==> config.mk <==
export PLATFORM = sky130hd
export DESIGN_NAME = tlbRequestStage_flat
export DESIGN_NICKNAME = d
export VERILOG_FILES = /design/src/design/tlbBusPkg.sv /design/src/design/tlbEntryPkg.sv /design/src/design/tlbStageIf.sv /design/src/design/tlbRequestStage.sv /design/src/flat_wrapper.sv
export SDC_FILE = /design/constraint.sdc
export NUM_CORES = 1
export LEC_CHECK = 0
export BUFFER_PORTS_ARGS = -buffer_cell sky130_fd_sc_hd__buf_4
export CAP_MARGIN = 20
export CORE_MARGIN = 2
export CORE_UTILIZATION = 43
export DETAILED_ROUTE_END_ITERATION = 16
export GPL_ROUTABILITY_DRIVEN = 0
export GPL_TIMING_DRIVEN = 0
export PLACE_DENSITY_LB_ADDON = 0.2
export SLEW_MARGIN = 20
export SYNTH_ARGS = -nofsm -noshare
export SYNTH_HDL_FRONTEND = slang
export SYNTH_SLANG_ARGS = --single-unit
==> constraint.sdc <==
create_clock -name clock -period 3.1 [get_ports clock]
set_input_delay 0.31 -clock clock [delete_from_list [all_inputs] [get_ports clock]]
set_output_delay 0.31 -clock clock [all_outputs]
set_load 0.005 [all_outputs]
==> src/design/tlbBusPkg.sv <==
// TLB request bus definitions
// opcodes, bus widths and the untranslated physical window
`default_nettype none

package tlbBusPkg;

	// bus widths
	localparam int addrWidth = 32;
	localparam int seqWidth = 16;
	localparam int opWidth = 8;

	// request opcodes, low byte of the ring bus opm field
	localparam logic [opWidth-1:0] opIdle = 8'h00;
	localparam logic [opWidth-1:0] opLoad = 8'h91;
	localparam logic [opWidth-1:0] opStore = 8'hA1;
	localparam logic [opWidth-1:0] opLdtlb = 8'h61;
	localparam logic [opWidth-1:0] opInvtlb = 8'h62;

	// top nibble that marks an address as already physical
	localparam logic [3:0] physWindowTag = 4'hC;

	// base of the page that a missing access is redirected to
	localparam logic [addrWidth-1:0] missVector = 32'h0001_0000;

endpackage

`default_nettype wire

==> src/design/tlbEntryPkg.sv <==
// TLB entry and array geometry
// entry layout, set type and the set index hash
`default_nettype none

package tlbEntryPkg;

	// 4 KB pages over a 32-bit address
	localparam int pageBits = 12;
	localparam int vpnWidth = 20;
	localparam int ppnWidth = 20;

	// 64 sets of four ways
	localparam int setCount = 64;
	localparam int indexWidth = 6;
	localparam int wayCount = 4;

	// one translation, 40 bits
	typedef struct packed {
		logic [vpnWidth-1:0] vpn;
		logic [ppnWidth-1:0] ppn;
	} tlbEntry;

	// way 0 is the most recently used entry
	typedef tlbEntry [wayCount-1:0] tlbSet;

	// fold the middle VPN bits into the low ones so that
	// neighbouring regions spread over the sets
	function automatic logic [indexWidth-1:0] tlbIndexHash(
		input logic [vpnWidth-1:0] vpn
	);
		logic [indexWidth-1:0] lowBits;
		logic [indexWidth-1:0] highBits;

		lowBits = vpn[indexWidth-1:0];
		highBits = vpn[2*indexWidth-1:indexWidth];
		return lowBits ^ highBits;
	endfunction

endpackage

`default_nettype wire

==> src/design/tlbStageIf.sv <==
// Internal TLB buses
// request to match stage, set read path and set write path
`timescale 1ns/1ps
`default_nettype none

interface tlbStageIf;
	import tlbBusPkg::*;
	import tlbEntryPkg::*;

	logic [opWidth-1:0] op;
	logic [addrWidth-1:0] vaddr;
	logic [seqWidth-1:0] seq;
	logic [ppnWidth-1:0] loadPpn;
	// set when the address goes out untranslated
	logic bypass;

	modport source(output op, vaddr, seq, loadPpn, bypass);
	modport sink(input op, vaddr, seq, loadPpn, bypass);
endinterface

interface tlbReadIf;
	import tlbEntryPkg::*;

	logic [indexWidth-1:0] index;
	tlbSet readSet;
	logic [wayCount-1:0] readValid;

	modport request(output index);
	modport store(input index, output readSet, readValid);
	modport match(input readSet, readValid);
endinterface


`default_nettype wire

==> src/design/tlbRequestStage.sv <==
// TLB request stage
// latches the incoming request, decides on bypass and starts the set read
`timescale 1ns/1ps
`default_nettype none

module tlbRequestStage (
	input logic clock,
	input logic reset,
	input logic hold,
	input logic mmuEnable,
	input logic [tlbBusPkg::opWidth-1:0] reqOp,
	input logic [tlbBusPkg::addrWidth-1:0] reqAddr,
	input logic [tlbBusPkg::addrWidth-1:0] reqData,
	input logic [tlbBusPkg::seqWidth-1:0] reqSeq,
	tlbStageIf.source stage,
	tlbReadIf.request read
);
	import tlbBusPkg::*;
	import tlbEntryPkg::*;

	logic isAccess;
	logic inWindow;
	logic [vpnWidth-1:0] reqVpn;

	assign isAccess = (reqOp == opLoad) || (reqOp == opStore);
	assign inWindow = (reqAddr[addrWidth-1:addrWidth-4] == physWindowTag);
	assign reqVpn = reqAddr[addrWidth-1:pageBits];

	// the set read uses the live address so the store
	// latches it on the same edge as the request
	assign read.index = tlbIndexHash(reqVpn);

	always_ff @(posedge clock)
	begin
		if (reset)
			stage.op <= opIdle;
		else if (!hold)
			stage.op <= reqOp;
	end

	always_ff @(posedge clock)
	begin
		if (!hold)
		begin
			stage.vaddr <= reqAddr;
			stage.seq <= reqSeq;
			// LDTLB carries the new PPN in the low data bits
			stage.loadPpn <= reqData[ppnWidth-1:0];
			stage.bypass <= !mmuEnable || inWindow || !isAccess;
		end
	end

endmodule

`default_nettype wire

==> src/flat_wrapper.sv <==
// flat-port wrapper written by rule: the top's interface ports become plain ports
module tlbRequestStage_flat import tlbBusPkg::*; import tlbEntryPkg::*;
  (clock, reset, hold, mmuEnable, reqOp, reqAddr, reqData, reqSeq, stage_op, stage_vaddr, stage_seq, stage_loadPpn, stage_bypass, read_index);
  tlbStageIf stage_i ();
  tlbReadIf read_i ();
  input logic clock;
  input logic reset;
  input logic hold;
  input logic mmuEnable;
  input logic [tlbBusPkg::opWidth-1:0] reqOp;
  input logic [tlbBusPkg::addrWidth-1:0] reqAddr;
  input logic [tlbBusPkg::addrWidth-1:0] reqData;
  input logic [tlbBusPkg::seqWidth-1:0] reqSeq;
  output wire logic [$bits(stage_i.op)-1:0] stage_op;
  output wire logic [$bits(stage_i.vaddr)-1:0] stage_vaddr;
  output wire logic [$bits(stage_i.seq)-1:0] stage_seq;
  output wire logic [$bits(stage_i.loadPpn)-1:0] stage_loadPpn;
  output wire logic [$bits(stage_i.bypass)-1:0] stage_bypass;
  output wire logic [$bits(read_i.index)-1:0] read_index;
  assign stage_op = stage_i.op;
  assign stage_vaddr = stage_i.vaddr;
  assign stage_seq = stage_i.seq;
  assign stage_loadPpn = stage_i.loadPpn;
  assign stage_bypass = stage_i.bypass;
  assign read_index = read_i.index;
  tlbRequestStage u_core (.clock(clock), .reset(reset), .hold(hold), .mmuEnable(mmuEnable), .reqOp(reqOp), .reqAddr(reqAddr), .reqData(reqData), .reqSeq(reqSeq), .stage(stage_i), .read(read_i));
endmodule
==> results.cfg, run 1 <==
[critical_path]
crit_fanout = 1
worst_setup_path_end_kind = primary output
start_kind = flop
reg2regPathDepth = 2
cp.required_ns = 2.79
crit_path_cell_trace = buf_4
regToRegSetupSlack_ns = 2.48
crit_type = reg -> out
crit_family = flip-flops
critical-path-slowest-cell = edfxtp_1
cp_num_buf_inv = 1
rr_endpoint = u_core.stage.op[3]$_SDFFE_PP0N_
cp_slowest_stage_delay_ns = 0.38
cp_data_arrival_time_ns = 0.86
regToRegStartpoint = u_core.stage.op[3]$_SDFFE_PP0N_

[run]
maxCapViolCount = 0

[synth]
yosysSeqAreaShare_pct = 90.9
yosys_warnings = 0
netlist_instances = 107
synth_cell_types = 12
ys_ff_latch = 77
syn_avg_cell_area_um2 = 22.9
synthesis.area_mm2 = 0.00245
syn_nets = 199

[pwr]
p_per_area_mw_per_mm2 = 570
peakVddDrop_v = 0.000432
power.total_uw = 2270
p_leak_uw = 0.00174

[place]
hpwlAfterDp_um = 3850
port_buffers = 160

[grt]
antenna_found_initial = 0
grt_overflow = 0
grt_max_degree = 38
grt_pass1_vias = 1553
track_usage_pct = 16.0
grt_pass1_wl_um = 7300

[final_layout]
layout_commonest_cell = buf_4
final_cell_mix = buf_4, edfxtp_1, clkbuf_8
multi_input_area_um2 = 204
nFillCells = 369
antenna_cells = 0
drive_above_1_share_pct = 62.0
nets = 371
syn_to_final_growth_pct = 61.9
register_area_mm2 = 0.00223

[clock_tree]
clk_latency_ns = 0.32
clockBufferDepth = 2
root_buffer = clkbuf_8
cts_buffers = 9
clk_pin_slew_ns = 0.07
cts_sinks = 77
cts_hold_buffers = 0
postCtsSetupRepairBufs = 0
cts_resized = 0
cts_tree = yes
htreeDepth = 3

[min_path]
holdPathEnd = u_core.stage.vaddr[0]$_DFFE_PN_
whs_path_depth = 1
min_path_type = in -> reg
hold_path_startpoint = reqAddr[0]

[timing]
fmax_mhz = 856
rsz0062_at_grt = false
setup_viol = 0
period_share_pct = 37.7
fin_setup_tns_ns = 0
maxSlewHeadroom_pct = 71.7
tightestPinTransition_ns = 0.424
skew_ns = 0
finalMaxSlewViolations = 0
report.final.hold_viol_count = 0
period_needed_ns = 1.17

[floorplanning]
start_util_pct = 44.6
coreArea_mm2 = 0.00551
num_rows = 27
die-area_mm2 = 0.00633
ios = 175
dieHeight_um = 79.6
die_w_um = 79.6

[run_status]
status = complete, no violations

[detailed_routing]
drcViolationCount = 0
drt_wl_total_um = 5100
num_vias = 1582
antenna_left = 0
wl_per_cell_um = 14.3
firstDrtPassIters = 4
vias_per_cell = 4.44
first_iter_violations = 90
[per-layer routing]
metal | global-route usage (%) | vias to the layer above | part of all wire [%]
li1 | - | 753 | -
met1 | 17.6 | 720 | 33
met2 | 26.7 | 97 | 54
met3 | 4.52 | 12 | 11
met4 | 10.7 | 0 | 2.3
met5 | 0 | - | 0
[where the power goes]
part / internal [uW] / switching (uW) / leakage (uW) / total [uW]
clock network: 445 / 321 / 0.000105 / 766
registers: 1220 / 22.2 / 0.000742 / 1240
logic: 171 / 89.9 / 0.000894 / 261
[worst max path at each step]
stage                                      start                               to  slack, ns  cells after the start
6_report        u_core.stage.vaddr[27]$_DFFE_PN_                  stage_vaddr[27]       1.93                      1
5_1_grt        u_core.stage.loadPpn[6]$_DFFE_PN_                 stage_loadPpn[6]       1.88                      1
4_1_cts         u_core.stage.vaddr[27]$_DFFE_PN_                  stage_vaddr[27]       1.91                      1
3_5_place_dp                                hold  u_core.stage.vaddr[4]$_DFFE_PN_       1.70                      3
3_3_place_gp                                hold  u_core.stage.vaddr[4]$_DFFE_PN_       0.38                      2
2_1_floorplan                               hold    u_core.stage.bypass$_DFFE_PN_       0.88                      2
[registers in the layout (all words and copies together) (netlist names)]
register and flops:
u_core.stage.bypass 1, u_core.stage.loadPpn 20, u_core.stage.op 8, u_core.stage.vaddr 32
u_core.stage.seq 16
[final cells by class]
cell class                      count  share of cell area, %
Buffer                              2                  0.378
Multi-Input combinational cell     27                   5.13
Tap cell                           72                   2.27
Sequential cell                    77                   56.2
Inverter                            1                  0.157
Clock inverter                      6                   1.95
Clock buffer                       10                   3.21
Timing Repair Buffer              161                   30.7
[Yosys cell counts]
master,number,area share (%)
nand4bb_1,1,0.46
buf_1,1,0.15
xor2_1,7,2.5
buf_6,1,0.46
nor2_1,8,1.2
nand4_1,1,0.26
and4b_1,1,0.41
dfxtp_1,8,6.5
nor3_1,1,0.20
edfxtp_1,69,84
inv_1,1,0.15
mux2i_1,8,3.3
[logic make-up after synthesis]
family	after synthesis	share of synthesized area, %
xor gates and xnor gates	7	2.50
buffers and inverters	3	0.764
DFF	77	90.9
muxes	8	3.26
and+or+nand+nor	12	2.55
[stage by stage]
stage                     setup WS, ns  instances  utilization (%)  hold WS (ns)  cell area, um^2
final                             1.93        356             72.2         0.153             3970
after global routing              1.88        356             72.2         0.132             3970
after CTS                         1.91        356             72.2         0.134             3970
after detailed placement          1.70        340             68.4         0.486             3770
after global placement           0.382        339             68.0         0.476             3750
after floorplan                  0.883        107                -         0.409             2450
Power figures use the tool's default switching activity.
==> run 2, diff against run 1 <==
--- a/config.mk
+++ b/config.mk
@@ -5,10 +5,11 @@
 export SDC_FILE = /design/constraint.sdc
 export NUM_CORES = 1
 export LEC_CHECK = 0
+export ABC_AREA = 1
 export BUFFER_PORTS_ARGS = -buffer_cell sky130_fd_sc_hd__buf_4
 export CAP_MARGIN = 20
 export CORE_MARGIN = 2
-export CORE_UTILIZATION = 43
+export CORE_UTILIZATION = 36
 export DETAILED_ROUTE_END_ITERATION = 16
 export GPL_ROUTABILITY_DRIVEN = 0
 export GPL_TIMING_DRIVEN = 0
==> constraint.sdc (replaced) <==
create_clock -name clock -period 1 [get_ports clock]
set_input_delay 0.1 -clock clock [delete_from_list [all_inputs] [get_ports clock]]
set_output_delay 0.1 -clock clock [all_outputs]
set_load 0.005 [all_outputs]
==> run 2 against run 1 <==
Cell count rose by 32%. Hold slack got worse by 0.12 ns. Clock skew did not move. Sequential power rose to 3.1 times the previous value. Combinational power rose to 4.1 times the previous value. Critical path type unchanged. Largest power group unchanged.
==> results.cfg, run 2 <==
[final_layout]
largest_reg_flops = 32
final_util_pct = 70.0
largest_register = u_core.stage.vaddr
nFillCells = 470
reg.largest.list = u_core.stage.vaddr: 32 flops, u_core.stage.loadPpn: 20 flops, u_core.stage.seq: 16 flops
drive_above_1_share_pct = 49.6
layout_commonest_cell = buf_4
final_cell_mix = buf_4, edfxtp_1, dlygate4sd3_1
antenna_cells = 0
syn_to_final_growth_pct = 89.1
nets = 460
multi_input_area_um2 = 235
finish.cell_count_without_fillers = 469
register_area_mm2 = 0.00223

[synth]
async_flop_share_pct = 0
synth_top_area_share_pct = 82.4
synth-edff-count = 69
yosysSeqAreaShare_pct = 88.8
syn_avg_cell_area_um2 = 19.5
yosys_warnings = 0
ys_ff_latch = 77
syn_nets = 221
synth.most_common_cell = edfxtp_1
netlist_instances = 129
synth_area_leaders = edfxtp_1, dfxtp_1, nand2_1
ys_top_cells_by_count = edfxtp_1, nand2_1, a21oi_2, dfxtp_1, xor2_1
yosys.area.top_type = edfxtp_1
dominantRegCellSynth = edfxtp_1
synthesis.area_mm2 = 0.00251
synth_cell_types = 10

[grt]
grt_pass1_vias = 1977
grt_max_degree = 78
antenna_found_initial = 0
grt_pass1_wl_um = 9450
track_usage_pct = 16.7
grt_overflow = 0

[timing]
hold_ws_ns = 0.0329
skew_ns = 0
period_needed_ns = 0.980
maxSlewHeadroom_pct = 67.2
finalMaxSlewViolations = 0
fmax_mhz = 1020
rsz0062_at_grt = true
setup_viol = 0
report.final.hold_viol_count = 0
layout_setup_ws_ns = 0.0204
period_share_pct = 98.0
tightestPinTransition_ns = 0.492

[critical_path]
cp_num_buf_inv = 1
crit_family = flip-flops
cp_data_arrival_time_ns = 0.88
critical-path-slowest-cell = edfxtp_1
worst_setup_path_end_kind = primary output
crit_fanout = 1
crit_type = reg -> out
start_kind = flop
crit_path_cell_trace = buf_6
cp_slowest_stage_delay_ns = 0.40
cp.required_ns = 0.90

[detailed_routing]
wl_per_cell_um = 13.9
antenna_left = 0
firstDrtPassIters = 4
vias_per_cell = 4.16
num_vias = 1950
drcViolationCount = 0
first_iter_violations = 66
drt_wl_total_um = 6510

[floorplanning]
die_w_um = 87.6
num_rows = 30
die-area_mm2 = 0.00767
start_util_pct = 37.0
dieHeight_um = 87.6
coreArea_mm2 = 0.00679
ios = 175

[place]
pre_cts_slack_ns = -0.00273
port_buffers = 160
placed_cells = 385
hpwlAfterDp_um = 4000

[clock_tree]
clk_pin_slew_ns = 0.08
clk_latency_ns = 0.33
cts_sinks = 77
clockBufferDepth = 2
root_buffer = clkbuf_8
htreeDepth = 3
cts_buffers = 9
cts_tree = yes

[min_path]
min_path_type = in -> reg

[pwr]
peakVddDrop_v = 0.000710
p_leak_uw = 0.00204
power.total_uw = 7190
p_per_area_mw_per_mm2 = 1510

[run]
maxCapViolCount = 0

[run_status]
status = complete, no violations
==> run 2: cell types whose count changed after synthesis, moves of 3 or more <==
| cell | delta |
|---|---|
| nor2_1 | -3 |
| inv_1 | +4 |
| a21oi_2 | +8 |
| mux2i_1 | -8 |
| nand2_1 | +25 |
==> run 2: repair_timing <==
action	4_1_cts	5_1_grt
resized for setup	0	13
setup endpoints to repair	0	37
endpoints found under the hold margin	68	0
buffers inserted	0	0
hold buffers	68	0
==> run 2: logic make-up (layout without fill, tap and decap cells) <==
group / after synthesis / after routing / share of synthesized area, %
AO/OA/AOI/OAI: 8 / 8 / 2.79
XOR/XNOR: 6 / 6 / 2.09
buffers and inverters: 8 / 252 / 1.84
flip-flops: 77 / 77 / 88.8
AND/OR/NAND/NOR: 30 / 30 / 4.48
==> run 2: through the flow <==
step	setup TNS, ns	instance area, um^2
2_1_floorplan	0	2510
3_3_place_gp	0	3830
3_5_place_dp	-0.0666	3830
4_1_cts	0	4710
5_1_grt	-0.363	4750
6_report	0	4750
==> run 2: worst paths after layout <==
| path | start | endpoint | slack [ns] | cells after the start |
|---|---|---|---|---|
| min reg2reg | u_core.stage.op[0]$_SDFFE_PP0N_ | u_core.stage.op[0]$_SDFFE_PP0N_ | 0.48 | 2 |
| max reg2reg | u_core.stage.op[1]$_SDFFE_PP0N_ | u_core.stage.op[1]$_SDFFE_PP0N_ | 0.40 | 2 |
| min | reqOp[0] | u_core.stage.op[0]$_SDFFE_PP0N_ | 0.03 | 3 |
| max | u_core.stage.seq[2]$_DFFE_PN_ | stage_seq[2] | 0.02 | 1 |
==> run 2: power breakdown <==
group / switching [uW] / internal, uW / total (uW)
clock: 1120 / 1150 / 2270
sequential: 77.3 / 3770 / 3850
combinational: 353 / 719 / 1070
==> run 2: final cells by class <==
class                   instances  area share, %
flip-flops and latches         77           46.9
repair buffers                228           40.6
multi-input cells              44           4.95
clock buffers                  10           2.68
well taps                      96           2.53
clock inverters                 6           1.32
inverters                       6          0.632
plain buffers                   2          0.342
==> run 2: metal layers <==
metal | part of all wire [%] | routed length, um | global-route usage (%)
met1 | 38 | 2470 | 18.4
met2 | 51 | 3350 | 28.4
met3 | 9.6 | 623 | 7.35
met4 | 1.1 | 73 | 6.29
met5 | 0 | 0 | 0
==> run 2: worst register-to-register path, cell delays in order (launching register included) <==
cell and delay, ns:
dfxtp_1 0.34, nand2_1 0.07, a21oi_2 0.13
==> run 3, diff against run 2 <==
--- a/config.mk
+++ b/config.mk
@@ -13,7 +13,7 @@
 export DETAILED_ROUTE_END_ITERATION = 16
 export GPL_ROUTABILITY_DRIVEN = 0
 export GPL_TIMING_DRIVEN = 0
-export PLACE_DENSITY_LB_ADDON = 0.2
+export PLACE_DENSITY = 0.71
 export SLEW_MARGIN = 20
 export SYNTH_ARGS = -nofsm -noshare
 export SYNTH_HDL_FRONTEND = slang
==> run 3 against run 2 <==
Sequential share of layout area is 0.54 points lower. Highest routed layer unchanged. Cell area is 1.2% higher. Clock power grew 23%. Clock skew is the same. Power is 7.6% higher. Wire length up 6.5%. Largest cell class unchanged.
==> results.cfg, run 3 (same netlist as run 2, synthesis figures left out) <==
[timing]
maxSlewHeadroom_pct = 65.1
period_needed_ns = 0.999
rsz0062_at_grt = true
setup_viol = 0
skew_ns = 0
period_share_pct = 99.9
fmax_mhz = 1000
tightestPinTransition_ns = 0.524
finalMaxSlewViolations = 0
report.final.hold_viol_count = 0

[place]
port_buffers = 160
hpwlAfterDp_um = 4030
placed_cells = 385

[final_layout]
nets = 460
layout_commonest_cell = buf_4
largest_register = u_core.stage.vaddr
drive_above_1_share_pct = 49.6
finish.cell_count_without_fillers = 469
final_cell_mix = buf_4, edfxtp_1, dlygate4sd3_1
reg.largest.list = u_core.stage.vaddr: 32 flops, u_core.stage.loadPpn: 20 flops, u_core.stage.seq: 16 flops
largest_reg_flops = 32
syn_to_final_growth_pct = 91.3
antenna_cells = 0
final_util_pct = 70.8

[critical_path]
start_kind = flop
reg2regPathDepth = 2
critical-path-slowest-cell = edfxtp_1
crit_type = reg -> out
regToRegSetupSlack_ns = 0.41
cp.required_ns = 0.90
crit_fanout = 1
cp_slowest_stage_delay_ns = 0.42
crit_path_cell_trace = buf_6
rr_endpoint = u_core.stage.op[2]$_SDFFE_PP0N_
crit_family = flip-flops
worst_setup_path_end_kind = primary output
cp_data_arrival_time_ns = 0.90
cp_num_buf_inv = 1
regToRegStartpoint = u_core.stage.op[2]$_SDFFE_PP0N_

[floorplanning]
dieHeight_um = 87.6
start_util_pct = 37.0
num_rows = 30
die_w_um = 87.6
ios = 175
coreArea_mm2 = 0.00679
die-area_mm2 = 0.00767

[grt]
grt_pass1_vias = 1943
grt_max_degree = 78
grt_pass1_wl_um = 9610
antenna_found_initial = 0
grt_overflow = 0
track_usage_pct = 17.2

[run_status]
status = complete, no violations

[detailed_routing]
antenna_left = 0
first_iter_violations = 52
drcViolationCount = 0
vias_per_cell = 4.20
num_vias = 1971
wl_per_cell_um = 14.8
drt_wl_total_um = 6940
firstDrtPassIters = 4

[clock_tree]
cts_sinks = 77
clk_pin_slew_ns = 0.08
postCtsSetupRepairBufs = 0
cts_tree = yes
clockBufferDepth = 2
htreeDepth = 3
cts_buffers = 9
root_buffer = clkbuf_8
clk_latency_ns = 0.34

[run]
maxCapViolCount = 0

[pwr]
peakVddDrop_v = 0.000927
p_leak_uw = 0.00206
p_per_area_mw_per_mm2 = 1610

[min_path]
hold_path_startpoint = reqOp[7]
whs_path_depth = 3
holdPathEnd = u_core.stage.op[7]$_SDFFE_PP0N_
min_path_type = in -> reg
run 3: worst max path at each step:
| stage | startpoint | to | cells past startpoint |
|---|---|---|---|
| 6_report | u_core.stage.loadPpn[10]$_DFFE_PN_ | stage_loadPpn[10] | 1 |
| 5_1_grt | u_core.stage.seq[11]$_DFFE_PN_ | stage_seq[11] | 1 |
| 4_1_cts | u_core.stage.seq[8]$_DFFE_PN_ | stage_seq[8] | 1 |
| 2_1_floorplan | hold | u_core.stage.bypass$_DFFE_PN_ | 2 |
| 3_3_place_gp | hold | u_core.stage.seq[12]$_DFFE_PN_ | 2 |
| 3_5_place_dp | hold | u_core.stage.seq[12]$_DFFE_PN_ | 2 |
run 3: repair_timing:
item	4_1_cts	5_1_grt
resized for setup	0	15
endpoints found under the hold margin	68	0
hold buffers	68	0
setup endpoints to repair	2	33
run 3: area by class of cell:
class / count / area [um^2]
flip-flops and latches: 77 / 2230
clock inverters: 6 / 110
clock buffers: 10 / 128
repair buffers: 228 / 1940
well taps: 96 / 120
inverters: 6 / 30.0
multi-input cells: 44 / 235
fillers: 458 / 1980
plain buffers: 2 / 16.3
run 3: metal layers:
metal  up-vias  GRT usage, %  wire (um)
li1        946             -          -
met1       915          17.5       2330
met2        98          31.5       3870
met3        12          6.22        622
met4         0          7.55        110
met5         -             0          0
run 3: report_power, final:
group | leakage (uW) | internal (uW) | switching (uW)
clock network | 0.000115 | 1660 | 1130
logic | 0.00121 | 723 | 359
registers | 0.000742 | 3770 | 84.0
total | 0.00206 | 6150 | 1580
run 3: stage by stage:
| stage | hold slack, ns | instance area, um^2 | worst slack (ns) | power (uW) | setup TNS (ns) |
|---|---|---|---|---|---|
| finish | 0.0236 | 4810 | 0.000555 | 7730 | 0 |
| global route | 0.0117 | 4810 | -0.0376 | 8030 | -0.412 |
| detailed placement | 0.279 | 3830 | -0.00494 | 4740 | -0.183 |
| global placement | 0.278 | 3830 | 0.00542 | 4720 | 0 |
| CTS | 0.00385 | 4750 | -0.0226 | 7750 | -0.0302 |
| floorplan | 0.199 | 2510 | 0.139 | 4060 | 0 |
