File: config.mk
export PLATFORM = sky130hd
export DESIGN_NAME = tlbMatchStage_flat
export DESIGN_NICKNAME = d
export VERILOG_FILES = /design/src/design/tlbBusPkg.sv /design/src/design/tlbEntryPkg.sv /design/src/design/tlbStageIf.sv /design/src/design/tlbMatchStage.sv /design/src/flat_wrapper.sv
export SDC_FILE = /design/constraint.sdc
export NUM_CORES = 1
export LEC_CHECK = 0
export ABC_AREA = 1
export BUFFER_PORTS_ARGS = -buffer_cell sky130_fd_sc_hd__buf_2
export CORE_AREA = 2 2 199 201
export DETAILED_ROUTE_END_ITERATION = 16
export DIE_AREA = 0 0 201 203
export GPL_ROUTABILITY_DRIVEN = 0
export HOLD_SLACK_MARGIN = 0.02
export SLEW_MARGIN = 5
export SYNTH_ARGS = -nofsm -noshare
export SYNTH_HDL_FRONTEND = slang
export SYNTH_SLANG_ARGS = --single-unit
File: constraint.sdc
create_clock -name clock -period 6.1 [get_ports clock]
set_clock_uncertainty 0.15 [all_clocks]
set_input_delay 1.22 -clock clock [delete_from_list [all_inputs] [get_ports clock]]
set_output_delay 1.22 -clock clock [all_outputs]
set_load 0.02 [all_outputs]
File: src/design/tlbBusPkg.sv
// TLB request bus definitions
// opcodes, bus widths and the untranslated physical window
`default_nettype none

package tlbBusPkg;

	// bus widths
	localparam int addrWidth = 32;
	localparam int seqWidth = 16;
	localparam int opWidth = 8;

	// request opcodes, low byte of the ring bus opm field
	localparam logic [opWidth-1:0] opIdle = 8'h00;
	localparam logic [opWidth-1:0] opLoad = 8'h91;
	localparam logic [opWidth-1:0] opStore = 8'hA1;
	localparam logic [opWidth-1:0] opLdtlb = 8'h61;
	localparam logic [opWidth-1:0] opInvtlb = 8'h62;

	// top nibble that marks an address as already physical
	localparam logic [3:0] physWindowTag = 4'hC;

	// base of the page that a missing access is redirected to
	localparam logic [addrWidth-1:0] missVector = 32'h0001_0000;

endpackage

`default_nettype wire

File: src/design/tlbEntryPkg.sv
// TLB entry and array geometry
// entry layout, set type and the set index hash
`default_nettype none

package tlbEntryPkg;

	// 4 KB pages over a 32-bit address
	localparam int pageBits = 12;
	localparam int vpnWidth = 20;
	localparam int ppnWidth = 20;

	// 64 sets of four ways
	localparam int setCount = 64;
	localparam int indexWidth = 6;
	localparam int wayCount = 4;

	// one translation, 40 bits
	typedef struct packed {
		logic [vpnWidth-1:0] vpn;
		logic [ppnWidth-1:0] ppn;
	} tlbEntry;

	// way 0 is the most recently used entry
	typedef tlbEntry [wayCount-1:0] tlbSet;

	// fold the middle VPN bits into the low ones so that
	// neighbouring regions spread over the sets
	function automatic logic [indexWidth-1:0] tlbIndexHash(
		input logic [vpnWidth-1:0] vpn
	);
		logic [indexWidth-1:0] lowBits;
		logic [indexWidth-1:0] highBits;

		lowBits = vpn[indexWidth-1:0];
		highBits = vpn[2*indexWidth-1:indexWidth];
		return lowBits ^ highBits;
	endfunction

endpackage

`default_nettype wire

File: src/design/tlbStageIf.sv
// Internal TLB buses
// request to match stage, set read path and set write path
`timescale 1ns/1ps
`default_nettype none

interface tlbStageIf;
	import tlbBusPkg::*;
	import tlbEntryPkg::*;

	logic [opWidth-1:0] op;
	logic [addrWidth-1:0] vaddr;
	logic [seqWidth-1:0] seq;
	logic [ppnWidth-1:0] loadPpn;
	// set when the address goes out untranslated
	logic bypass;

	modport source(output op, vaddr, seq, loadPpn, bypass);
	modport sink(input op, vaddr, seq, loadPpn, bypass);
endinterface

interface tlbReadIf;
	import tlbEntryPkg::*;

	logic [indexWidth-1:0] index;
	tlbSet readSet;
	logic [wayCount-1:0] readValid;

	modport request(output index);
	modport store(input index, output readSet, readValid);
	modport match(input readSet, readValid);
endinterface

interface tlbWriteIf;
	import tlbEntryPkg::*;

	logic writeEnable;
	logic [indexWidth-1:0] writeIndex;
	tlbSet writeSet;
	// valid bits of the set after the write
	logic [wayCount-1:0] writeValid;
	logic clearAll;

	modport source(output writeEnable, writeIndex, writeSet, writeValid, clearAll);
	modport store(input writeEnable, writeIndex, writeSet, writeValid, clearAll);
endinterface

`default_nettype wire

File: src/design/tlbMatchStage.sv
// TLB match stage
// compares the request against the read set, forms the response
// address and writes back loads, promotions and invalidation
`timescale 1ns/1ps
`default_nettype none

module tlbMatchStage (
	input logic clock,
	input logic reset,
	input logic hold,
	tlbStageIf.sink stage,
	tlbReadIf.match read,
	tlbWriteIf.source write,
	output logic [tlbBusPkg::opWidth-1:0] rspOp,
	output logic [tlbBusPkg::addrWidth-1:0] rspAddr,
	output logic [tlbBusPkg::seqWidth-1:0] rspSeq,
	output logic rspMiss,
	output logic [tlbBusPkg::addrWidth-1:0] rspFaultAddr
);
	import tlbBusPkg::*;
	import tlbEntryPkg::*;

	logic [vpnWidth-1:0] vpn;
	logic [pageBits-1:0] pageOffset;
	logic isLdtlb;
	logic isInvtlb;
	logic [wayCount-1:0] wayMatch;
	logic hit;
	int hitWay;
	tlbEntry hitEntry;
	logic promote;
	tlbSet newSet;
	logic [wayCount-1:0] newValid;
	logic [addrWidth-1:0] nextAddr;
	logic nextMiss;

	assign vpn = stage.vaddr[addrWidth-1:pageBits];
	assign pageOffset = stage.vaddr[pageBits-1:0];
	assign isLdtlb = (stage.op == opLdtlb);
	assign isInvtlb = (stage.op == opInvtlb);

	// tag compare, lowest matching way wins
	always_comb
	begin
		hit = 1'b0;
		hitWay = 0;
		for (int i = wayCount - 1; i >= 0; i--)
		begin
			wayMatch[i] = read.readValid[i] && (read.readSet[i].vpn == vpn);
			if (wayMatch[i])
			begin
				hit = 1'b1;
				hitWay = i;
			end
		end
	end

	assign hitEntry = read.readSet[hitWay];

	// only a translated access that hit below way 0 reorders
	assign promote = hit && !stage.bypass && (hitWay != 0);

	// new set contents
	always_comb
	begin
		newSet = read.readSet;
		newValid = read.readValid;
		if (isLdtlb)
		begin
			// oldest entry in the last way falls out
			for (int i = 1; i < wayCount; i++)
				newSet[i] = read.readSet[i-1];
			newSet[0].vpn = vpn;
			newSet[0].ppn = stage.loadPpn;
			newValid = {read.readValid[wayCount-2:0], 1'b1};
		end
		else if (promote)
		begin
			// ways above the hit move down one, the rest stay
			for (int i = 1; i < wayCount; i++)
			begin
				if (i <= hitWay)
					newSet[i] = read.readSet[i-1];
			end
			newSet[0] = hitEntry;
		end
	end

	assign write.writeEnable = isLdtlb || promote;
	assign write.writeIndex = tlbIndexHash(vpn);
	assign write.writeSet = newSet;
	assign write.writeValid = newValid;
	assign write.clearAll = isInvtlb;

	// response address
	always_comb
	begin
		nextAddr = stage.vaddr;
		nextMiss = 1'b0;
		if (isLdtlb || isInvtlb)
			nextAddr = '0;
		else if (!stage.bypass)
		begin
			if (hit)
				nextAddr = {hitEntry.ppn, pageOffset};
			else
			begin
				nextAddr = missVector + {{(addrWidth - pageBits){1'b0}}, pageOffset};
				nextMiss = 1'b1;
			end
		end
	end

	always_ff @(posedge clock)
	begin
		if (reset)
		begin
			rspOp <= opIdle;
			rspMiss <= 1'b0;
		end
		else if (!hold)
		begin
			rspOp <= stage.op;
			rspMiss <= nextMiss;
		end
	end

	always_ff @(posedge clock)
	begin
		if (!hold)
		begin
			rspAddr <= nextAddr;
			rspSeq <= stage.seq;
			// fault address only carries meaning on a miss
			rspFaultAddr <= nextMiss ? stage.vaddr : '0;
		end
	end

endmodule

`default_nettype wire

File: src/flat_wrapper.sv
// flat-port wrapper written by rule: the top's interface ports become plain ports
module tlbMatchStage_flat import tlbBusPkg::*; import tlbEntryPkg::*;
  (clock, reset, hold, rspOp, rspAddr, rspSeq, rspMiss, rspFaultAddr, stage_op, stage_vaddr, stage_seq, stage_loadPpn, stage_bypass, read_readSet, read_readValid, write_writeEnable, write_writeIndex, write_writeSet, write_writeValid, write_clearAll);
  tlbStageIf stage_i ();
  tlbReadIf read_i ();
  tlbWriteIf write_i ();
  input logic clock;
  input logic reset;
  input logic hold;
  output logic [tlbBusPkg::opWidth-1:0] rspOp;
  output logic [tlbBusPkg::addrWidth-1:0] rspAddr;
  output logic [tlbBusPkg::seqWidth-1:0] rspSeq;
  output logic rspMiss;
  output logic [tlbBusPkg::addrWidth-1:0] rspFaultAddr;
  input wire logic [$bits(stage_i.op)-1:0] stage_op;
  input wire logic [$bits(stage_i.vaddr)-1:0] stage_vaddr;
  input wire logic [$bits(stage_i.seq)-1:0] stage_seq;
  input wire logic [$bits(stage_i.loadPpn)-1:0] stage_loadPpn;
  input wire logic [$bits(stage_i.bypass)-1:0] stage_bypass;
  input wire logic [$bits(read_i.readSet)-1:0] read_readSet;
  input wire logic [$bits(read_i.readValid)-1:0] read_readValid;
  output wire logic [$bits(write_i.writeEnable)-1:0] write_writeEnable;
  output wire logic [$bits(write_i.writeIndex)-1:0] write_writeIndex;
  output wire logic [$bits(write_i.writeSet)-1:0] write_writeSet;
  output wire logic [$bits(write_i.writeValid)-1:0] write_writeValid;
  output wire logic [$bits(write_i.clearAll)-1:0] write_clearAll;
  assign stage_i.op = stage_op;
  assign stage_i.vaddr = stage_vaddr;
  assign stage_i.seq = stage_seq;
  assign stage_i.loadPpn = stage_loadPpn;
  assign stage_i.bypass = stage_bypass;
  assign read_i.readSet = read_readSet;
  assign read_i.readValid = read_readValid;
  assign write_writeEnable = write_i.writeEnable;
  assign write_writeIndex = write_i.writeIndex;
  assign write_writeSet = write_i.writeSet;
  assign write_writeValid = write_i.writeValid;
  assign write_clearAll = write_i.clearAll;
  tlbMatchStage u_core (.clock(clock), .reset(reset), .hold(hold), .stage(stage_i), .read(read_i), .write(write_i), .rspOp(rspOp), .rspAddr(rspAddr), .rspSeq(rspSeq), .rspMiss(rspMiss), .rspFaultAddr(rspFaultAddr));
endmodule
==> impl_metrics.json, run 1 <==
{
  "status": "complete, no violations",
  "areaGrowthSynthToFinish_pct": 33.4,
  "cts_buffers": 9,
  "die_w_um": 201,
  "rsz0062_at_grt": "no",
  "path_class": "in2out",
  "period_share_pct": 91.9,
  "gr-total-overflow": 0,
  "drv_slew": 0,
  "end_kind": "output port",
  "dp_hpwl_mm": 47.3,
  "core_mm2": 0.0385,
  "yosys_most_used_dff": "edfxtp_1",
  "pwr_density_cell_mw_per_mm2": 157,
  "clockBufferDepth": 2,
  "setup_viol": 0,
  "vias_per_cell": 5.11,
  "ir_drop_mv": 0.0946,
  "drive_above_1_share_pct": 26.2,
  "layout_common_cells": "nand2_1 (662), buf_2 (504), nor2_1 (227)",
  "clk_pin_slew_ns": 0.06,
  "cp_data_arrival_time_ns": 4.24,
  "worst_path_dominant_cell_family": "buffers and inverters",
  "relSlewSlack_pct": 37.9,
  "die-area_mm2": 0.0408,
  "ys_ff_latch": 89,
  "cts_sinks": 89,
  "wl_per_cell_um": 21.2,
  "ys_seq_area_share_pct": 27.0,
  "grtUsageTotal_pct": 26.5,
  "cp_num_buf_inv": 5,
  "r2r-start": "u_core.rspMiss$_SDFFE_PP0N_",
  "crit_fanout": 57,
  "leakage_nw": 6.96,
  "worstSetupStartpointType": "input port",
  "drv_cap": 0,
  "finalHoldViolCount": 0,
  "antenna_found_initial": 6,
  "synth_nets": 1964,
  "crit_path_frequent_cell": "nand2_1",
  "ioPinCount": 505,
  "post_cts_buffers": 0,
  "cts_tree": "built",
  "clockRootBuffer": "clkbuf_16",
  "grt_first_pass_wirelength_mm": 81.0,
  "final_area_mm2": 0.0128,
  "use_met3_pct": 5.12,
  "drt_iter0_markers": 1714,
  "crit_path_top_delay_cell": "buf_4",
  "drc": 0,
  "setup_tns_ns": 0,
  "dr.pass1.iters": 7,
  "synth_edf_count": 80,
  "worstPathRequired_ns": 4.73,
  "ant_nets": 0,
  "path_cells": "buf_2 -> inv_1 -> nand2_1 -> nand2_1 -> nor2_1 -> nand2_1 -> nor3_1 -> nand3_1 -> nor2_2 -> buf_4 -> nand3_2 -> nand2_2 -> buf_4 -> nand2_1 -> o21ai_0 -> buf_2",
  "period_needed_ns": 5.61,
  "final_common_cell": "nand2_1",
  "max_stage_delay_ns": 0.46,
  "fmax_mhz": 178,
  "chipHeight_um": 203,
  "yosysWarnings": 0,
  "hold_buffers": 0,
  "avgSynthCellArea_um2": 5.57,
  "synth_cell_type_count": 30,
  "start_util_pct": 24.9,
  "synthCells": 1720,
  "first_global_vias": 12636,
  "dr_total_vias": 13730,
  "ctsResizeCount": 0,
  "wl_mm": 57.0,
  "fin_nets": 2407,
  "busiest_layer": "met2",
  "async_flop_share_pct": 0,
  "num_rows": 72,
  "grt_util_met2_pct": 40.1,
  "worstHoldPathType": "reg2reg",
  "portBuffers": 504,
  "netlist_area_mm2": 0.00957,
  "grt_max_degree": 81,
  "place_area_mm2": 0.0125,
  "worst_slew_pin_slew_ns": 0.928,
  "cts_htree_levels": 3,
  "grtUsageMet1_pct": 36.5,
  "clock_latency_ns": 0.34,
  "cp-startpoint": "stage_vaddr[18]",
  "worstHoldStart": "u_core.rspOp[5]$_SDFFE_PP0N_",
  "finish.utilization_pct": 33.2
}
synthesized netlist by cell type (all sizes together) (9+ instances only):
library cell  count  area share, %
nor2            231            9.2
clkbuf           38            1.5
o21ai           109            5.7
dfxtp             9            1.9
a21oi            71            3.7
nand2           667             26
o211ai           20            1.6
edfxtp           80             25
inv             190            7.4
nand3           191             10
buf              60            3.5
nand4            15           0.98
xor2             11            1.0
xnor2             9           0.82
sequential cells by signal, summed over array words and instances (netlist names):
signal               cells
u_core.rspAddr          32
u_core.rspFaultAddr     32
u_core.rspSeq           16
u_core.rspOp             8
u_core.rspMiss           1
tightest hold or removal path: cells and delay by family (launching register included):
kind             cells  cell delay [ns]
flip-flops           1             0.32
AND/OR/NAND/NOR      2             0.12
path summary, 6_finish.rpt:
check | endpoint | slack, ns | cells past startpoint
max | write_writeSet[142] | 0.49 | 16
min | u_core.rspOp[5]$_SDFFE_PP0N_ | 0.33 | 2
max reg2reg | u_core.rspMiss$_SDFFE_PP0N_ | 5.29 | 2
min reg2reg | u_core.rspOp[5]$_SDFFE_PP0N_ | 0.33 | 2
report_power, final:
| part | switching (mW) | internal, mW |
|---|---|---|
| Sequential | 0.0141 | 0.717 |
| Combinational | 0.542 | 0.232 |
| Clock | 0.222 | 0.275 |
area by class of cell:
type | count | area [µm²]
antenna | 2 | 5.00
multi-input combinational | 1343 | 5810
timing repair buffer | 530 | 2740
clock buffer | 11 | 233
fill | 4419 | 25700
sequential | 89 | 2580
tap | 518 | 648
clock inverter | 5 | 32.5
inverter | 190 | 714
metrics by stage:
stage / std cells / total power, mW / hold WS, ns / worst slack (ns)
after floorplan: 1720 / 1.15 / 0.411 / 1.71
after global placement: 2670 / 1.50 / 0.311 / 0.600
after detailed placement: 2670 / 1.50 / 0.320 / 0.607
after CTS: 2686 / 2.01 / 0.336 / 0.595
after global routing: 2687 / 2.10 / 0.348 / 0.306
final: 2688 / 2.00 / 0.328 / 0.494
layer usage:
layer	share of wire [%]	vias to the layer above
li1	-	6320
met1	42	6234
met2	42	1012
met3	11	160
met4	4.4	4
met5	0.044	-
kinds of logic (layout without fill, tap and decap cells):
logic type      Yosys count  after routing  share of synthesized area (%)
flops                    89             89                           27.0
compound gates          200            200                           11.0
simple gates           1123           1123                           47.7
xor+xnor                 20             20                           1.83
buf+inv                 288            736                           12.5
other cells               0              2                              0
(Power assumes the default switching activity.)
==> inputs of run 2 (changes only) <==
- ABC_AREA: 1 -> unset
- CORE_AREA: 2 2 199 201 -> 2 2 198 200
- DIE_AREA: 0 0 201 203 -> 0 0 200 202
- SETUP_SLACK_MARGIN: unset -> 0.05
==> run 2 against run 1 <==
Sequential share of layout area is 2.6 points higher; clock-buffer cell count is 1 higher; die area is 0.99% lower; synthesized cell count is 54% lower; largest power group is now sequential cells.
==> impl_metrics.json, run 2 <==
{
  "seq_power_share_pct": 37.7,
  "synth_top_family_by_area": "multiplexers",
  "drt_iter0_markers": 904,
  "period_needed_ns": 5.84,
  "synth_edf_count": 80,
  "setup_viol": 0,
  "grt_first_pass_wirelength_mm": 61.5,
  "worstSetupStartpointType": "input port",
  "first_global_vias": 8660,
  "synth-compound-area-share_pct": 17.7,
  "start_util_pct": 20.8,
  "antenna_found_initial": 10,
  "portBuffers": 504,
  "period_share_pct": 95.8,
  "drc": 0,
  "areaGrowthSynthToFinish_pct": 42.0,
  "leakage_nw": 4.93,
  "synthTopCellsByArea": "edfxtp_1 (30%), mux2_2 (9.6%), mux2_4 (7.5%)",
  "grt_max_degree": 65,
  "gr-total-overflow": 0,
  "crit_fanout": 21,
  "async_flop_share_pct": 0,
  "pwr_density_cell_mw_per_mm2": 170,
  "fmax_mhz": 171,
  "wl_mm": 44.3,
  "drive_above_1_share_pct": 53.9,
  "cts_buffers": 9,
  "ctsResizeCount": 0,
  "seqCellArea_mm2": 0.00258,
  "synth_common_cells": "nand2_1 (83), edfxtp_1 (80), mux2_2 (68), and2_1 (55), clkbuf_1 (46)",
  "largest_registers": "u_core.rspAddr x32, u_core.rspFaultAddr x32, u_core.rspSeq x16",
  "chipHeight_um": 202,
  "clk_pin_slew_ns": 0.07,
  "relSlewSlack_pct": 24.5,
  "fin_nets": 1489,
  "p_comb_share_pct": 33.9,
  "clockRootBuffer": "clkbuf_16",
  "clockBufferDepth": 2,
  "cts_tree": "built",
  "power.switching_uw": 657,
  "worstHoldPathType": "reg2reg",
  "status": "complete, no violations",
  "synth_top_area_share_pct": 30.1,
  "rsz0062_at_grt": "no",
  "ioPinCount": 505,
  "drv_slew": 0,
  "pre_cts_slack_ns": 0.289,
  "worst_slew_pin_slew_ns": 1.13,
  "num_rows": 72,
  "netlist_area_mm2": 0.00798,
  "swShare_pct": 34.1,
  "ir_drop_mv": 0.106,
  "yosys.cell_count.top_type": "nand2_1",
  "synthCells": 788,
  "dr_total_vias": 8892,
  "vias_per_cell": 5.02,
  "die_w_um": 200,
  "place_area_mm2": 0.0110,
  "core_mm2": 0.0383,
  "synth_nets": 1032,
  "reg2reg_slack_ns": 5.34,
  "grtUsageTotal_pct": 21.1,
  "yosys_most_used_dff": "edfxtp_1",
  "drv_cap": 0,
  "die-area_mm2": 0.0404,
  "final_area_mm2": 0.0113,
  "cts_htree_levels": 3,
  "layout_common_cells": "buf_2 (504), nand2_1 (82), edfxtp_1 (80)",
  "synth_top_area_cell": "edfxtp_1",
  "end_kind": "output port",
  "dp_hpwl_mm": 35.6,
  "synthMuxAreaShare_pct": 19.8,
  "fillers": 4082,
  "cts_sinks": 89,
  "dr.pass1.iters": 6,
  "hold_buffers": 0,
  "yosys.area_share.xor_xnor_pct": 9.44,
  "wl_per_cell_um": 25.0,
  "finalHoldViolCount": 0,
  "setup_tns_ns": 0,
  "clock_latency_ns": 0.34,
  "ys_seq_area_share_pct": 32.4,
  "worstPathRequired_ns": 4.73,
  "yosysWarnings": 0,
  "p_int_mw": 1.27,
  "path_class": "in2out",
  "cp_data_arrival_time_ns": 4.47,
  "p_clk_share_pct": 28.5,
  "setup_slack_ns": 0.257,
  "synthSimpleGateAreaFrac_pct": 15.4,
  "avgSynthCellArea_um2": 10.1,
  "ant_nets": 0,
  "multiInputGateArea_mm2": 0.00503,
  "post_cts_buffers": 0,
  "ys_ff_latch": 89,
  "synthAdderAreaFrac_pct": 0,
  "final_common_cell": "buf_2",
  "synth_cell_type_count": 55,
  "fin_total_pwr_mw": 1.93
}
-- run 2: cell count changes after synthesis, sizes merged, moves of 78 or more --
| cell | change |
|---|---|
| mux2 | +120 |
| nand2 | -584 |
| nor2 | -221 |
| o21ai | -78 |
| inv | -188 |
| nand3 | -183 |
-- run 2: routing by layer --
metal | vias up | wire [µm] | GRT usage [%]
met5 | - | 23 | 0
met4 | 4 | 1140 | 6.77
met3 | 68 | 3770 | 4.12
met2 | 557 | 20300 | 33.7
met1 | 4337 | 19000 | 28.4
li1 | 3926 | - | -
-- run 2: worst paths after layout --
path	startpoint	endpoint	cells past startpoint
worst max register to register	u_core.rspOp[3]$_SDFFE_PP0N_	u_core.rspOp[3]$_SDFFE_PP0N_	2
worst min-delay path	u_core.rspMiss$_SDFFE_PP0N_	u_core.rspMiss$_SDFFE_PP0N_	2
worst max-delay path	stage_vaddr[27]	write_writeSet[39]	11
worst min register to register	u_core.rspMiss$_SDFFE_PP0N_	u_core.rspMiss$_SDFFE_PP0N_	2
-- run 2: final cells by class --
cell class | instances | share of cell area (%)
clock inverter | 4 | 0.265
timing repair buffer | 531 | 24.4
tap | 518 | 5.72
clock buffer | 12 | 2.36
sequential | 89 | 22.8
multi-input combinational | 612 | 44.4
antenna | 2 | 0.0442
inverter | 2 | 0.0773
-- run 2: cell families (layout without fill, tap and decap cells) --
| group | Yosys count | count (layout) |
|---|---|---|
| DFF | 89 | 89 |
| xor gates and xnor gates | 86 | 86 |
| AOI/OAI and AO/OA | 171 | 171 |
| other | 0 | 2 |
| buffers and inverters | 87 | 549 |
| and+or+nand+nor | 227 | 227 |
| muxes | 128 | 128 |
-- run 2: critical path: stages --
cell and delay [ns]:
buf_2 0.36, xor2_1 0.15, or4_1 0.54, nor3b_1 0.34, and2_1 0.41, buf_4 0.36, o21a_1 0.19, buf_4 0.24
a2bb2oi_1 0.32, o21ai_1 0.13, buf_2 0.20
-- run 2: per-stage QoR --
| stage | utilization (%) | hold slack, ns | instances |
|---|---|---|---|
| finish | 29.6 | 0.320 | 1770 |
| global route | 29.6 | 0.370 | 1770 |
| CTS | 29.6 | 0.328 | 1768 |
| detailed placement | 28.8 | 0.317 | 1752 |
| global placement | 28.8 | 0.299 | 1752 |
| floorplan | - | 0.391 | 788 |
-- run 2: power groups by stage --
stage	sequential [mW]	combinational, mW	clock [mW]
3_3_place_gp	0.740	0.649	0
5_1_grt	0.732	0.694	0.594
4_1_cts	0.727	0.653	0.571
3_5_place_dp	0.741	0.651	0
2_1_floorplan	0.804	0.277	0
6_report	0.727	0.653	0.549
==> inputs of run 3 (changes only) <==
- MAX_ROUTING_LAYER: unset -> met4
==> run 3 against run 2 <==
Total power hardly changed; fmax is 0.95% lower; sequential cell count unchanged; clock-buffer cell count unchanged; clock power barely moved; via count about the same; utilization about the same; sequential power hardly changed; die area did not move; cell count is 0.11% higher; first-iteration DRC count shrank 15%; register-to-register slack is essentially flat.
==> impl_metrics.json, run 3 (same netlist as run 2, synthesis figures left out) <==
{
  "wl_per_cell_um": 25.0,
  "die_w_um": 200,
  "ir_drop_mv": 0.106,
  "period_needed_ns": 5.90,
  "first_global_vias": 8645,
  "clock_latency_ns": 0.34,
  "cts_htree_levels": 3,
  "ctsResizeCount": 0,
  "start_util_pct": 20.8,
  "vias_per_cell": 5.01,
  "drv_slew": 0,
  "cts_buffers": 9,
  "pwr_density_cell_mw_per_mm2": 170,
  "crit_path_top_delay_cell": "or4_1",
  "num_rows": 72,
  "path_cells": "buf_2 -> xor2_1 -> or4_1 -> nor3b_1 -> and2_1 -> buf_4 -> o21a_1 -> buf_4 -> a2bb2oi_1 -> o21ai_1 -> buf_2",
  "areaGrowthSynthToFinish_pct": 42.1,
  "setup_tns_ns": 0,
  "dr.pass1.iters": 7,
  "grt_first_pass_wirelength_mm": 61.4,
  "clockRootBuffer": "clkbuf_16",
  "leakage_nw": 4.93,
  "max_stage_delay_ns": 0.54,
  "grt_max_degree": 65,
  "drive_above_1_share_pct": 53.9,
  "crit_fanout": 21,
  "setup_slack_ns": 0.201,
  "finalHoldViolCount": 0,
  "largest_registers": "u_core.rspAddr x32, u_core.rspFaultAddr x32, u_core.rspSeq x16",
  "fmax_mhz": 170,
  "final_area_mm2": 0.0113,
  "worst_slew_pin_slew_ns": 1.17,
  "clockBufferDepth": 2,
  "ant_nets": 0,
  "status": "complete, no violations",
  "clk_pin_slew_ns": 0.07,
  "period_share_pct": 96.7,
  "dr_total_vias": 8884,
  "ioPinCount": 505,
  "path_class": "in2out",
  "place_area_mm2": 0.0110,
  "post_cts_buffers": 0,
  "fin_total_pwr_mw": 1.93,
  "cp_data_arrival_time_ns": 4.53,
  "die-area_mm2": 0.0404,
  "drc": 0,
  "drt_iter0_markers": 765,
  "hold_slack_ns": 0.318,
  "gr-total-overflow": 0,
  "layout_common_cells": "buf_2 (504), nand2_1 (82), edfxtp_1 (80)",
  "drv_cap": 0,
  "end_kind": "output port",
  "worstPathRequired_ns": 4.73,
  "finish.utilization_pct": 29.6,
  "fin_cells": 1772,
  "dp_hpwl_mm": 35.6,
  "core_mm2": 0.0383,
  "antenna_found_initial": 10,
  "wl_mm": 44.3,
  "fin_nets": 1489,
  "pre_cts_slack_ns": 0.289,
  "worstHoldPathType": "reg2reg",
  "portBuffers": 504,
  "rsz0062_at_grt": "no",
  "final_common_cell": "buf_2",
  "hold_buffers": 0,
  "worstSetupStartpointType": "input port",
  "cts_sinks": 89,
  "cts_tree": "built",
  "relSlewSlack_pct": 22.2,
  "chipHeight_um": 202,
  "setup_viol": 0,
  "place_inst": 1752,
  "grtUsageTotal_pct": 21.7
}
==> run 3: final timing paths <==
path / start / endpoint / slack [ns] / depth (start not counted)
worst max register to register: u_core.rspOp[3]$_SDFFE_PP0N_ / u_core.rspOp[3]$_SDFFE_PP0N_ / 5.34 / 2
worst min-delay path: u_core.rspMiss$_SDFFE_PP0N_ / u_core.rspMiss$_SDFFE_PP0N_ / 0.32 / 2
worst min register to register: u_core.rspMiss$_SDFFE_PP0N_ / u_core.rspMiss$_SDFFE_PP0N_ / 0.32 / 2
worst max-delay path: stage_vaddr[27] / write_writeSet[39] / 0.20 / 11
==> run 3: cell type report <==
type / count / area [µm²]
clock inverter: 4 / 30.0
tap: 518 / 648
clock buffer: 12 / 268
multi-input combinational: 612 / 5030
antenna: 4 / 10.0
fill: 4082 / 27000
sequential: 89 / 2580
timing repair buffer: 531 / 2760
inverter: 2 / 8.76
==> run 3: worst max-delay path, delay by kind of cell <==
family / cells / cell delay [ns]
AO/OA/AOI/OAI: 3 / 0.69
XOR/XNOR: 1 / 0.15
buffers and inverters: 4 / 1.17
AND/OR/NAND/NOR: 3 / 1.29
==> run 3: power breakdown <==
| group | internal (mW) | switching, mW |
|---|---|---|
| sequential | 0.716 | 0.0109 |
| clock | 0.315 | 0.234 |
| combinational | 0.240 | 0.413 |
| total | 1.27 | 0.658 |
==> run 3: per-layer routing <==
metal / track usage [%] / routed length, µm
met1: 28.8 / 19200
met2: 33.7 / 20300
met3: 3.70 / 3560
met4: 6.69 / 1160
met5: - / 0
